==> src/l1_cache_defines.svh <==
`ifndef L1_CACHE_DEFINES_SVH
`define L1_CACHE_DEFINES_SVH

// Four ways
`define L1_WAYS_W 2

// 64 sets
`define L1_LANES_W 6

// 16 words of 32 bits per line, so 64 bytes
`define L1_OFFSET_W 4

// Address bits left over after lane, offset and byte select
`define L1_TAG_W 20

`endif

==> src/mem_access_pkg.sv <==
`include "l1_cache_defines.svh"

package mem_access_pkg;

    typedef enum logic [2:0] {
        LOAD_BYTE          = 3'd0,
        LOAD_BYTE_UNSIGNED = 3'd1,
        LOAD_HALF          = 3'd2,
        LOAD_HALF_UNSIGNED = 3'd3,
        LOAD_WORD          = 3'd4
    } load_type_t;

    typedef enum logic [1:0] {
        STORE_BYTE = 2'd0,
        STORE_HALF = 2'd1,
        STORE_WORD = 2'd2
    } store_type_t;

    typedef struct packed {
        logic        load;
        logic        store;
        logic [31:0] addr;
        load_type_t  load_type;
        store_type_t store_type;
        logic [31:0] store_data;
    } core_req_t;

    typedef struct packed {
        logic        stall;
        logic        done;
        logic [31:0] load_data;
        logic        load_misaligned;
        logic        load_unknown_type;
        logic        store_misaligned;
        logic        store_unknown_type;
    } core_rsp_t;

    // Burst memory bus, one line per burst
    typedef struct packed {
        logic [31:0]            addr;
        logic [`L1_OFFSET_W:0]  burst_count;
        logic                   read;
        logic                   write;
        logic [31:0]            write_data;
        logic [3:0]             byte_enable;
    } mem_cmd_t;

    typedef struct packed {
        logic        waitrequest;
        logic [31:0] read_data;
        logic        read_data_valid;
    } mem_rsp_t;

endpackage

==> src/store_align.sv <==
`timescale 1ns/10ps

module store_align (
    input  logic [1:0]                 in_word_offset,
    input  mem_access_pkg::store_type_t store_type,
    input  logic [31:0]                data_in,
    output logic [31:0]                data_out,
    output logic [3:0]                 byte_mask,
    output logic                       misaligned,
    output logic                       unknown_type
);

    always_comb begin
        data_out     = data_in;
        byte_mask    = 4'b0000;
        misaligned   = 1'b0;
        unknown_type = 1'b0;
        case (store_type)
            mem_access_pkg::STORE_BYTE: begin
                data_out  = {4{data_in[7:0]}};
                byte_mask = 4'b0001 << in_word_offset;
            end
            mem_access_pkg::STORE_HALF: begin
                data_out   = {2{data_in[15:0]}};
                misaligned = in_word_offset[0];
                if (!misaligned) begin
                    byte_mask = 4'b0011 << in_word_offset;
                end
            end
            mem_access_pkg::STORE_WORD: begin
                misaligned = in_word_offset != 2'd0;
                if (!misaligned) begin
                    byte_mask = 4'b1111;
                end
            end
            // Unknown store leaves the mask empty
            default: unknown_type = 1'b1;
        endcase
    end

endmodule

==> config.mk <==
export PLATFORM = sky130hd
export DESIGN_NAME = store_align
export DESIGN_NICKNAME = d
export VERILOG_FILES = /design/src/mem_access_pkg.sv /design/src/store_align.sv
export VERILOG_INCLUDE_DIRS = /design/src
export SDC_FILE = /design/constraint.sdc
export NUM_CORES = 1
export LEC_CHECK = 0
export ABC_AREA = 0
export BUFFER_PORTS_ARGS = -buffer_cell sky130_fd_sc_hd__buf_2
export CORE_ASPECT_RATIO = 1.1
export CORE_MARGIN = 2
export CORE_UTILIZATION = 36
export DETAILED_ROUTE_END_ITERATION = 10
export PLACE_DENSITY_LB_ADDON = 0.05
export SLEW_MARGIN = 20
export SYNTH_ARGS = -nofsm -noshare
export SYNTH_HDL_FRONTEND = slang
export SYNTH_SLANG_ARGS = --single-unit
==> constraint.sdc <==
create_clock -name vclk -period 1.5
set_input_delay 0.15 -clock vclk [all_inputs]
set_output_delay 0.15 -clock vclk [all_outputs]
set_load 0.005 [all_outputs]
Word-level counts from Yosys, hierarchy flattened:

Cells that the tools add are included.

* add/subtract/negate cells: 0
* multiply operators: 0
* divide/modulo/power cells: 0
* order comparisons: 0
* eq/ne operators: 2
* shifts and indexed selects: 2
* mux-type cells: 6
* bitwise logic cells: 0
* reductions and logical operators: 3

Operator list (count)
* one-hot mux 32 bit (2 select lines): 1
* one-hot mux 4 bit (3 select lines): 1
* 2-to-1 mux 4 bit: 2
* left shift 1 x 2 -> 4 bit, first input constant: 1
* left shift 2 x 2 -> 4 bit, first input constant: 1
* OR reduction 3 bit: 1
* == test 2 x 1 -> 1 bit, second input constant: 1
* == test 2 bit, second input constant: 1
* zero test 2 bit: 1
* one-hot mux 1 bit (2 select lines): 1
* nonzero test 2 bit: 1
* 2-to-1 mux 1 bit: 1

* register bits: 0
* bits in latches: 0
* RAM bits: 0
* ROM bits: 0
* output and inout bits: 38
* memories kept: 0

Longest topological paths before layout:

* word-level depth: 3
* mapped depth: 7
* depth with buffers taken out: 5

Worst setup path before layout:

No wires, ideal clock.

* path type: input port to output port
* start: input port store_type[1]
* end: output port data_out[14]
* data arrival time: 1.112 ns
* data required time: 1.350 ns
* setup slack: 0.238 ns
* cell stages on the path: 7
* path buffers: 2
* cells stage by stage: inv_1 > ha_1 > or2_1 > buf_4 > buf_6 > nor2_1 > a21oi_1

* cells in the longest elaborated chain, start to end: 2
* elaborated cells on any way between the ends: 3
* those cells by class: eq/ne: 1; mux: 1; reduce/logical: 1

Ends and longest elaborated chain
* start: declaration: line store_align.sv:5 `input mem_access_pkg::store_type_t store_type,`
* == test 2 x 1 -> 1 bit / zero test 2 bit (equally long branches): line store_align.sv:18 `case (store_type)`
* one-hot mux 32 bit (2 select lines) *: line store_align.sv:18
* end: declaration: line store_align.sv:7 `output logic [31:0] data_out,`

Mark *: on every way between the ends. The rest lies on a longest branch, timed or not.

Worst setup path after layout:

* start: input port store_type[0]
* end: output port byte_mask[1]

* cells in the longest elaborated chain, start to end: 2
* elaborated cells on any way between the ends: 4
* those cells by class: eq/ne: 2; mux: 1; reduce/logical: 1

Ends and longest elaborated chain
* == test 2 bit, or another cell as far along: line store_align.sv:18
* one-hot mux 4 bit (3 select lines) *: line store_align.sv:18
* end: declaration: line store_align.sv:8 `output logic [3:0] byte_mask,`

Marks and branches as above.

==> summary.md <==
## Status
* result of the run: finished, final reports clean

## Floorplanning
* effective utilization at floorplan: 37.2%
* floorplan die area: 2130 um^2
* core area: 1720 um^2
* I/O pin total: 74
* chip height: 48.2 um
* number of cell rows: 16
* floorplan die width: 44.2 um

## Detailed routing
* WL final: 2080 um
* routed len/inst: 10.1 um
* DR vias/cell: 4.86
* DRC violations left: 0
* Final ANT Viol Nets: 0
* length of the first detailed-routing pass in iterations: 4
* 1st-iter DRT viols: 16
* total via count after detailed routing: 997

## Global routing
* total global routing track utilization: 17.0%
* largest net degree at the start of global routing: 17
* first-pass GRT wire length: 2870 um
* number of antenna violations at the first check in global routing: 0
* vias in the first global route: 709
* final global-route overflow total: 0

## Logic synthesis
* post-synth cell types: 18
* area share of the largest cell type after synthesis: 17.6%
* Yosys Warn Count: 0
* Post-Syn Area: 641 um^2
* average cell area after synthesis: 5.48 um^2
* register area share after synthesis: 0%
* synthesized instance count: 117
* syn_nets: 160
* ranking of synthesized cells by area: nand2_1 (18%), ha_1 (14%), buf_4 (13%), a21oi_1 (13%), o21ai_0 (12%)
* post-synth top area cell: nand2_1

## STA
* actual transition at the worst max-transition pin: 0.352 ns
* Final setup violation count: 0
* max frequency: 714 MHz
* setup repair after global routing missed its margin: false
* Max Slew Vio Count: 0
* Setup TNS Final: 0 ns
* worst path setup slack after routing: 0.100 ns
* number of failing hold endpoints at the final stage: 0
* remaining max-slew budget at the tightest pin: 75.9%
* clock period minus final worst setup slack: 1.40 ns
* smallest hold slack: 0.496 ns
* final cycle utilization of the critical path: 93.3%

## Worst setup path
* crit path kind: input pin to output port
* worst endpoint required time: 1.35 ns
* Worst EP arrival: 1.25 ns
* CP Capture Type: output port
* Startpoint Class: input pin
* Crit Path Max Fanout: 4

## Power and ir drop
* share of total power in combinational logic: 100.0%
* part of the total power dissipated in sequential elements: 0%
* power per cell area: 310 nW/um^2
* share of power burned in the clock network: 0%
* cell internal power dissipation: 0.160 mW
* leakage power of the design: 0.591 nW
* maximum ir drop on the vdd rail: 0.191 mV
* power dissipated by switching net loads: 0.157 mW
* sum of internal, switching and leakage power: 0.317 mW
* Switching Share: 49.5%

## Layout
* sequential cell area: 0 um^2
* FFs & Latches: 0
* proportion of layout cells with a drive suffix above 1: 49.2%
* clock buffer instance count of the final layout: 0
* area growth from synthesis to layout: 59.6%
* total number of nets in the final design: 232
* antenna cells: 0

## Run
* number of maximum-capacitance violations: 0

## Hold path
* HP Class: input pin to output port

## Place
* post-placement worst setup slack: -0.0841 ns
* Final Wtd Congestion: 0.698
* Port Buffer Count: 74
* post-detailed-placement half-perimeter wirelength: 1710 um

## Clock tree
* Hold-fix buffers, CTS: 0

[power groups by stage]
stage	Sequential (mW)	Clock [mW]	Combinational [mW]
global route	0	0	0.357
detailed placement	0	0	0.310
floorplan	0	0	0.162
finish	0	0	0.317
CTS	0	0	0.313
global placement	0	0	0.303
[kinds of logic after synthesis]
family,Yosys count,share of synthesized area [%]
compound gates,36,30.5
fa+ha+maj,7,13.7
buf+inv,17,17.8
mux,2,3.52
simple gates,55,34.6
[through the flow]
stage               utilization, %  std cells  cell area [um^2]
floorplan                        -        117               641
global placement              58.2        205              1000
detailed placement            58.2        205              1000
CTS                           58.5        205              1010
global route                  59.4        205              1020
finish                        59.4        205              1020
[worst max-delay path: stages]
cell       delay (ns)
buf_2            0.12
inv_1            0.08
buf_4            0.12
ha_1             0.19
inv_1            0.05
a2111oi_0        0.36
buf_2            0.18
[layer usage]
| metal | wire (um) | up-vias | track usage, % |
|---|---|---|---|
| met4 | 0 | 0 | 0 |
| met5 | 0 | - | 0 |
| met2 | 998 | 46 | 32.1 |
| met3 | 198 | 0 | 0.370 |
| li1 | - | 525 | - |
| met1 | 879 | 426 | 23.3 |
[cell usage in the layout (no fill, tap or decap)]
cell and n:
nor4_1 1, nand2_1 30, buf_2 74, nand2b_4 1
a211oi_2 1, nor2_1 19, a2111oi_0 2, mux2_2 2
a211oi_1 1, a21boi_0 1, a21oi_1 16, nor3_1 2
inv_2 1, or2_4 1, ha_2 3, o21ai_0 15
nor2b_1 1, inv_1 3, ha_1 4, buf_4 9
[worst paths after layout]
check                          from            to  slack (ns)  depth (start not counted)
worst min-delay path     data_in[0]   data_out[0]        0.50                          2
worst max-delay path  store_type[0]  byte_mask[1]        0.10                          7
[cells in the mapped netlist, drive strengths merged]
| library cell | instances |
|---|---|
| ha | 7 |
| inv | 4 |
| nor2b | 1 |
| or2 | 1 |
| a21oi | 16 |
| a2111oi | 2 |
| buf | 13 |
| nand2b | 1 |
| nor3 | 2 |
| o21ai | 15 |
| nor2 | 19 |
| mux2 | 2 |
| nor4 | 1 |
| a21boi | 1 |
| a211oi | 2 |
| nand2 | 30 |
[area by class of cell]
| cell class | instances | area [um^2] |
|---|---|---|
| inverter | 4 | 15.0 |
| fill | 185 | 699 |
| timing repair buffer | 83 | 438 |
| multi-input combinational | 100 | 547 |
| tap | 18 | 22.5 |
[what timing repair did]
action | 4_1_cts | 5_1_grt
endpoints found under the setup margin | 16 | 19
buffers inserted | 0 | 0
cloned | 0 | 0
hold endpoints to repair | 0 | 0
pin swaps | 0 | 0
resized for setup | 2 | 6
No activity file was read; power rests on OpenSTA's default activity.
