<file path="src/l1_cache_defines.svh">
`ifndef L1_CACHE_DEFINES_SVH
`define L1_CACHE_DEFINES_SVH

// Four ways
`define L1_WAYS_W 2

// 64 sets
`define L1_LANES_W 6

// 16 words of 32 bits per line, so 64 bytes
`define L1_OFFSET_W 4

// Address bits left over after lane, offset and byte select
`define L1_TAG_W 20

`endif

</file>
<file path="src/mem_access_pkg.sv">
`include "l1_cache_defines.svh"

package mem_access_pkg;

    typedef enum logic [2:0] {
        LOAD_BYTE          = 3'd0,
        LOAD_BYTE_UNSIGNED = 3'd1,
        LOAD_HALF          = 3'd2,
        LOAD_HALF_UNSIGNED = 3'd3,
        LOAD_WORD          = 3'd4
    } load_type_t;

    typedef enum logic [1:0] {
        STORE_BYTE = 2'd0,
        STORE_HALF = 2'd1,
        STORE_WORD = 2'd2
    } store_type_t;

    typedef struct packed {
        logic        load;
        logic        store;
        logic [31:0] addr;
        load_type_t  load_type;
        store_type_t store_type;
        logic [31:0] store_data;
    } core_req_t;

    typedef struct packed {
        logic        stall;
        logic        done;
        logic [31:0] load_data;
        logic        load_misaligned;
        logic        load_unknown_type;
        logic        store_misaligned;
        logic        store_unknown_type;
    } core_rsp_t;

    // Burst memory bus, one line per burst
    typedef struct packed {
        logic [31:0]            addr;
        logic [`L1_OFFSET_W:0]  burst_count;
        logic                   read;
        logic                   write;
        logic [31:0]            write_data;
        logic [3:0]             byte_enable;
    } mem_cmd_t;

    typedef struct packed {
        logic        waitrequest;
        logic [31:0] read_data;
        logic        read_data_valid;
    } mem_rsp_t;

endpackage

</file>
<file path="src/load_align.sv">
`timescale 1ns/10ps

module load_align (
    input  logic [1:0]                in_word_offset,
    input  mem_access_pkg::load_type_t load_type,
    input  logic [31:0]               data_in,
    output logic [31:0]               data_out,
    output logic                      misaligned,
    output logic                      unknown_type
);

    logic [7:0]  byte_sel;
    logic [15:0] half_sel;

    assign byte_sel = data_in[8*in_word_offset +: 8];
    assign half_sel = data_in[16*in_word_offset[1] +: 16];

    always_comb begin
        data_out     = '0;
        misaligned   = 1'b0;
        unknown_type = 1'b0;
        case (load_type)
            mem_access_pkg::LOAD_BYTE:          data_out = {{24{byte_sel[7]}}, byte_sel};
            mem_access_pkg::LOAD_BYTE_UNSIGNED: data_out = {24'd0, byte_sel};
            mem_access_pkg::LOAD_HALF,
            mem_access_pkg::LOAD_HALF_UNSIGNED: begin
                if (in_word_offset[0]) begin
                    misaligned = 1'b1;
                end else if (load_type == mem_access_pkg::LOAD_HALF) begin
                    data_out = {{16{half_sel[15]}}, half_sel};
                end else begin
                    data_out = {16'd0, half_sel};
                end
            end
            mem_access_pkg::LOAD_WORD: begin
                misaligned = in_word_offset != 2'd0;
                // Only whole aligned words come through
                data_out   = misaligned ? '0 : data_in;
            end
            default: unknown_type = 1'b1;
        endcase
    end

endmodule

</file>
<file path="config.mk">
export PLATFORM = sky130hd
export DESIGN_NAME = load_align
export DESIGN_NICKNAME = d
export VERILOG_FILES = /design/src/mem_access_pkg.sv /design/src/load_align.sv
export VERILOG_INCLUDE_DIRS = /design/src
export SDC_FILE = /design/constraint.sdc
export NUM_CORES = 1
export LEC_CHECK = 0
export BUFFER_PORTS_ARGS = -buffer_cell sky130_fd_sc_hd__clkbuf_2
export CAP_MARGIN = 20
export CORE_UTILIZATION = 47
export DETAILED_ROUTE_END_ITERATION = 16
export GPL_TIMING_DRIVEN = 0
export PLACE_DENSITY = 0.91
export SETUP_SLACK_MARGIN = 0.4
export SLEW_MARGIN = 20
export SYNTH_ARGS = -nofsm -noshare
export SYNTH_HDL_FRONTEND = slang
export SYNTH_SLANG_ARGS = --single-unit
</file>
<file path="constraint.sdc">
create_clock -name vclk -period 4.1
set_input_delay 0.615 -clock vclk [all_inputs]
set_output_delay 0.615 -clock vclk [all_outputs]
set_load 0.005 [all_outputs]
</file>
* Word-level counts from Yosys, hierarchy flattened *
Index checks and enable logic that the tools add are counted.

word-level totals
  logic and storage cells = 17
  input bits = 37
  register bits = 0

cells by class
  reduce and logical (&&, ||, !) cells = 4
  equality and inequality tests = 4
  muxes and demuxes = 7
  shifts and indexed selects = 2

operators by type and width
  operator              count
  $pmux W32 S4          1
  $mux W32              3
  $shiftx A32 B6 Y16    1
  $shiftx A32 B6 Y8     1
  $eq A3 B2 Y1 const B  2
  $reduce_or A5 Y1      1
  $eq A3 B1 Y1 const B  1
  $eq A3 B3 Y1 const B  1
  $logic_not A3 Y1      1
  $mux W1               2
  $pmux W1 S2           1
  $reduce_bool A2 Y1    1
  $reduce_or A2 Y1      1

* Depth between registers and ports, before layout *
  depth after elaboration = 4
  gate-level depth with buffers = 6
  gate-level depth less buffers = 3

* Least setup slack after synthesis *
Ideal clock, no wire load.

  kind = input to output
  start = input port in_word_offset[1]
  end = output port data_out[17]
  buffers on the path = 3
  data required time = 3.485 ns
  stages = 6
  arrival = 1.706 ns
  setup slack = 1.779 ns
  cell sequence = buf_6 > inv_2 > or4_4 > buf_6 > buf_6 > a31oi_2

between the ends
  cells in the longest elaborated chain, start to end = 4
  elaborated cells on any way between the ends = 7
  those cells by class = 2 x shift; 4 x mux; 1 x reduce/logical

ends and longest elaborated chain
  item                RTL line          text
  from (decl)         load_align.sv:4   input logic [1:0] in_word_offset,
  $shiftx A32 B6 Y16  load_align.sv:16  assign half_sel = data_in[16*in_word_offset[1] +: 16];
  $mux W32            load_align.sv:29  end else if (load_type == mem_access_pkg::LOAD_HALF) begin
  $mux W32            load_align.sv:27  if (in_word_offset[0]) begin
  $pmux W32 S4 *      load_align.sv:22  case (load_type)
  to (decl)           load_align.sv:7   output logic [31:0] data_out,

Mark *: on every way between the ends. The rest lies on a longest branch, timed or not.

* Worst setup path in the final report *
  start = input port in_word_offset[0]
  end = output port data_out[17]

between the ends
  cells in the longest elaborated chain, start to end = 3
  elaborated cells on any way between the ends = 5
  those cells by class = 1 x shift; 3 x mux; 1 x reduce/logical

ends and longest elaborated chain
  item                                                                       RTL line
  parallel branches: the longest is 2 deep, another holds $shiftx A32 B6 Y8  n/a
  $pmux W32 S4 *                                                             load_align.sv:22

Every way passes the cells marked *.

==> results.cfg <==
[die]
num_io_pins = 71
die_area_mm2 = 0.00224
dieHeight_um = 47.4
floorplan.initialDensity_pct = 49.8
die_w_um = 47.4
row_count = 16
core_mm2 = 0.00194

[routing]
wl_met3_um = 205
dr_wl_met2_um = 1530
highest_layer = met4
wire_per_inst_um = 13.3
via_per_inst = 5.61
drcViolationCount = 0
drt-met1-wl_um = 1370
drtAntennaViolNets = 0
vias = 1318
drt-initial-drc-count = 40
drt_first_pass_iters = 4
wl_um = 3130

[layout]
layout_commonest_cell = clkbuf_2
fillers = 173
stdcell_count = 235
layout_common_cells = clkbuf_2, nand2_1, nand3b_1, a21oi_1, a31oi_2
nClkBuffers = 0
drive_gt1_share_pct = 46.6
area_growth_pct = 39.7
diodes = 0
seq_area_um2 = 0
seq_cell_count = 0
nets = 247
multi_input_area_um2 = 855

[setup_path]
cp.arrival_ns = 2.12
crit_path_end_kind = output port
cp-start-kind = input pin
cpLargestDelayFamily = buffers and inverters
crit_required_ns = 3.48
critical_path_class = input pin to output port
critPathMaxStageDelay_ns = 0.52
critPathLaunch = in_word_offset[0]
cpMostUsedCell = clkbuf_2
path_buf_inv = 4
slowest_stage = nor4b_4
crit_path_max_fanout = 10
path_cells = clkbuf_2 > buf_4 > nor4b_4 > buf_2 > nand2_1 > a31oi_2 > clkbuf_2

[sta]
setup_tns_ns = 0
relSlewSlack_pct = 60.2
finalSetupViolCount = 0
fmax_mhz = 366
rsz0062_at_grt = no
finalMaxSlewViolations = 0
fin_crit_ns = 2.73
hold_viol = 0
tightest_slew_ns = 0.597
finalCritPeriodShare_pct = 66.6

[yosys]
ys_seq_area_share_pct = 0
synth_top_family_by_area = compound AO/OA/AOI/OAI gates
synth_compound_area_share_pct = 44.2
synth_cells = 138
syn_area_um2 = 967
avgSynthCellArea_um2 = 7.01
synthAdderAreaFrac_pct = 0
synth-simple-area-share_pct = 32.2
syn-num-nets = 175
post_synth_xor_area_fraction_pct = 0
synth_cell_types = 36
yosysWarnings = 0
post_synth_mux_area_share_pct = 11.9

[pwr]
vdd_ir_drop_max_mv = 0.0568
p_total_mw = 0.128
power-per-cell-area_mw_per_mm2 = 95.1
leakagePower_nw = 0.649

[placement]
dp.cells = 235
hpwl_um = 2500
gp_congestion = 0.854
portBuffers = 70

[global_route]
grt_max_degree = 11
grt_pass1_vias = 1057
overflow = 0
grt_pass1_wl_um = 4450
antenna_found_initial = 0
grt_usage_pct = 26.5

[worst_hold_path]
hold_path_class = input pin to output port
hp-start = data_in[16]

[clock_network]
cts_hold_buf = 0
postCtsSetupBuffers = 0
cts_resized = 0

[run]
drv_cap = 0

[outcome]
status = complete, no violations
==> through the flow <==
stage | worst slack, ns | hold slack (ns) | utilization [%] | instance area [um2]
floorplan | 1.78 | 1.35 | - | 967
global placement | 1.42 | 1.56 | 69.6 | 1350
detailed placement | 1.38 | 1.55 | 69.6 | 1350
CTS | 1.38 | 1.55 | 69.6 | 1350
global route | 1.29 | 1.58 | 69.6 | 1350
finish | 1.37 | 1.55 | 69.6 | 1350
==> metal layers <==
metal | GRT usage, % | vias to the layer above
li1 | - | 664
met1 | 35.4 | 595
met2 | 46.0 | 55
met3 | 2.69 | 4
met4 | 4.57 | 0
met5 | 0 | -
==> synthesized netlist by cell type <==
cell | instances | area share [%]
a22oi_1 | 6 | 4.7
nor3_1 | 1 | 0.52
or3b_2 | 1 | 0.91
inv_1 | 3 | 1.2
nor4b_4 | 1 | 2.5
and3_1 | 1 | 0.65
a32oi_1 | 1 | 0.91
nor2b_1 | 1 | 0.65
nor2_1 | 7 | 2.7
clkbuf_1 | 9 | 3.5
o211a_1 | 1 | 1.0
buf_4 | 2 | 1.6
o21a_1 | 6 | 4.7
mux4_2 | 1 | 2.3
a221o_1 | 1 | 1.0
or4_4 | 1 | 1.2
a31oi_1 | 7 | 4.5
o31ai_1 | 1 | 0.78
o21ai_0 | 8 | 4.1
buf_6 | 3 | 3.5
o21ai_1 | 1 | 0.52
a31oi_2 | 10 | 13
nand2_1 | 18 | 7.0
o211ai_1 | 1 | 0.78
mux2i_1 | 7 | 7.2
mux2_2 | 2 | 2.3
nor3b_2 | 1 | 1.3
nand3b_1 | 10 | 7.8
o22a_1 | 1 | 0.91
a21oi_1 | 10 | 5.2
inv_2 | 1 | 0.39
and3b_1 | 1 | 0.91
and4b_1 | 1 | 1.0
nand2b_1 | 8 | 5.2
a22oi_4 | 1 | 2.2
buf_2 | 3 | 1.6
==> report_power, final <==
part / switching [mW] / leakage, nW / total [mW] / internal, mW
combinational: 0.0672 / 0.649 / 0.128 / 0.0612
clock: 0 / 0 / 0 / 0
sequential: 0 / 0 / 0 / 0
total: 0.0672 / 0.649 / 0.128 / 0.0612
==> cell type report <==
cell class	count	share of cell area [%]
plain buffers	17	7.22
well taps	27	2.50
multi-input cells	117	63.2
inverters	4	1.11
repair buffers	70	25.9
==> path summary, 6_finish.rpt <==
check,cells past startpoint,slack (ns),endpoint
setup / recovery,7,1.37,data_out[17]
hold / removal,4,1.55,data_out[16]
==> cell families (layout without fill, tap and decap cells) <==
| family | count (synthesis) | count (layout) |
|---|---|---|
| muxes | 10 | 10 |
| and+or+nand+nor | 52 | 52 |
| buffers and inverters | 21 | 91 |
| AOI/OAI and AO/OA | 55 | 55 |
Note: power is estimated with default switching activity, not from simulation.
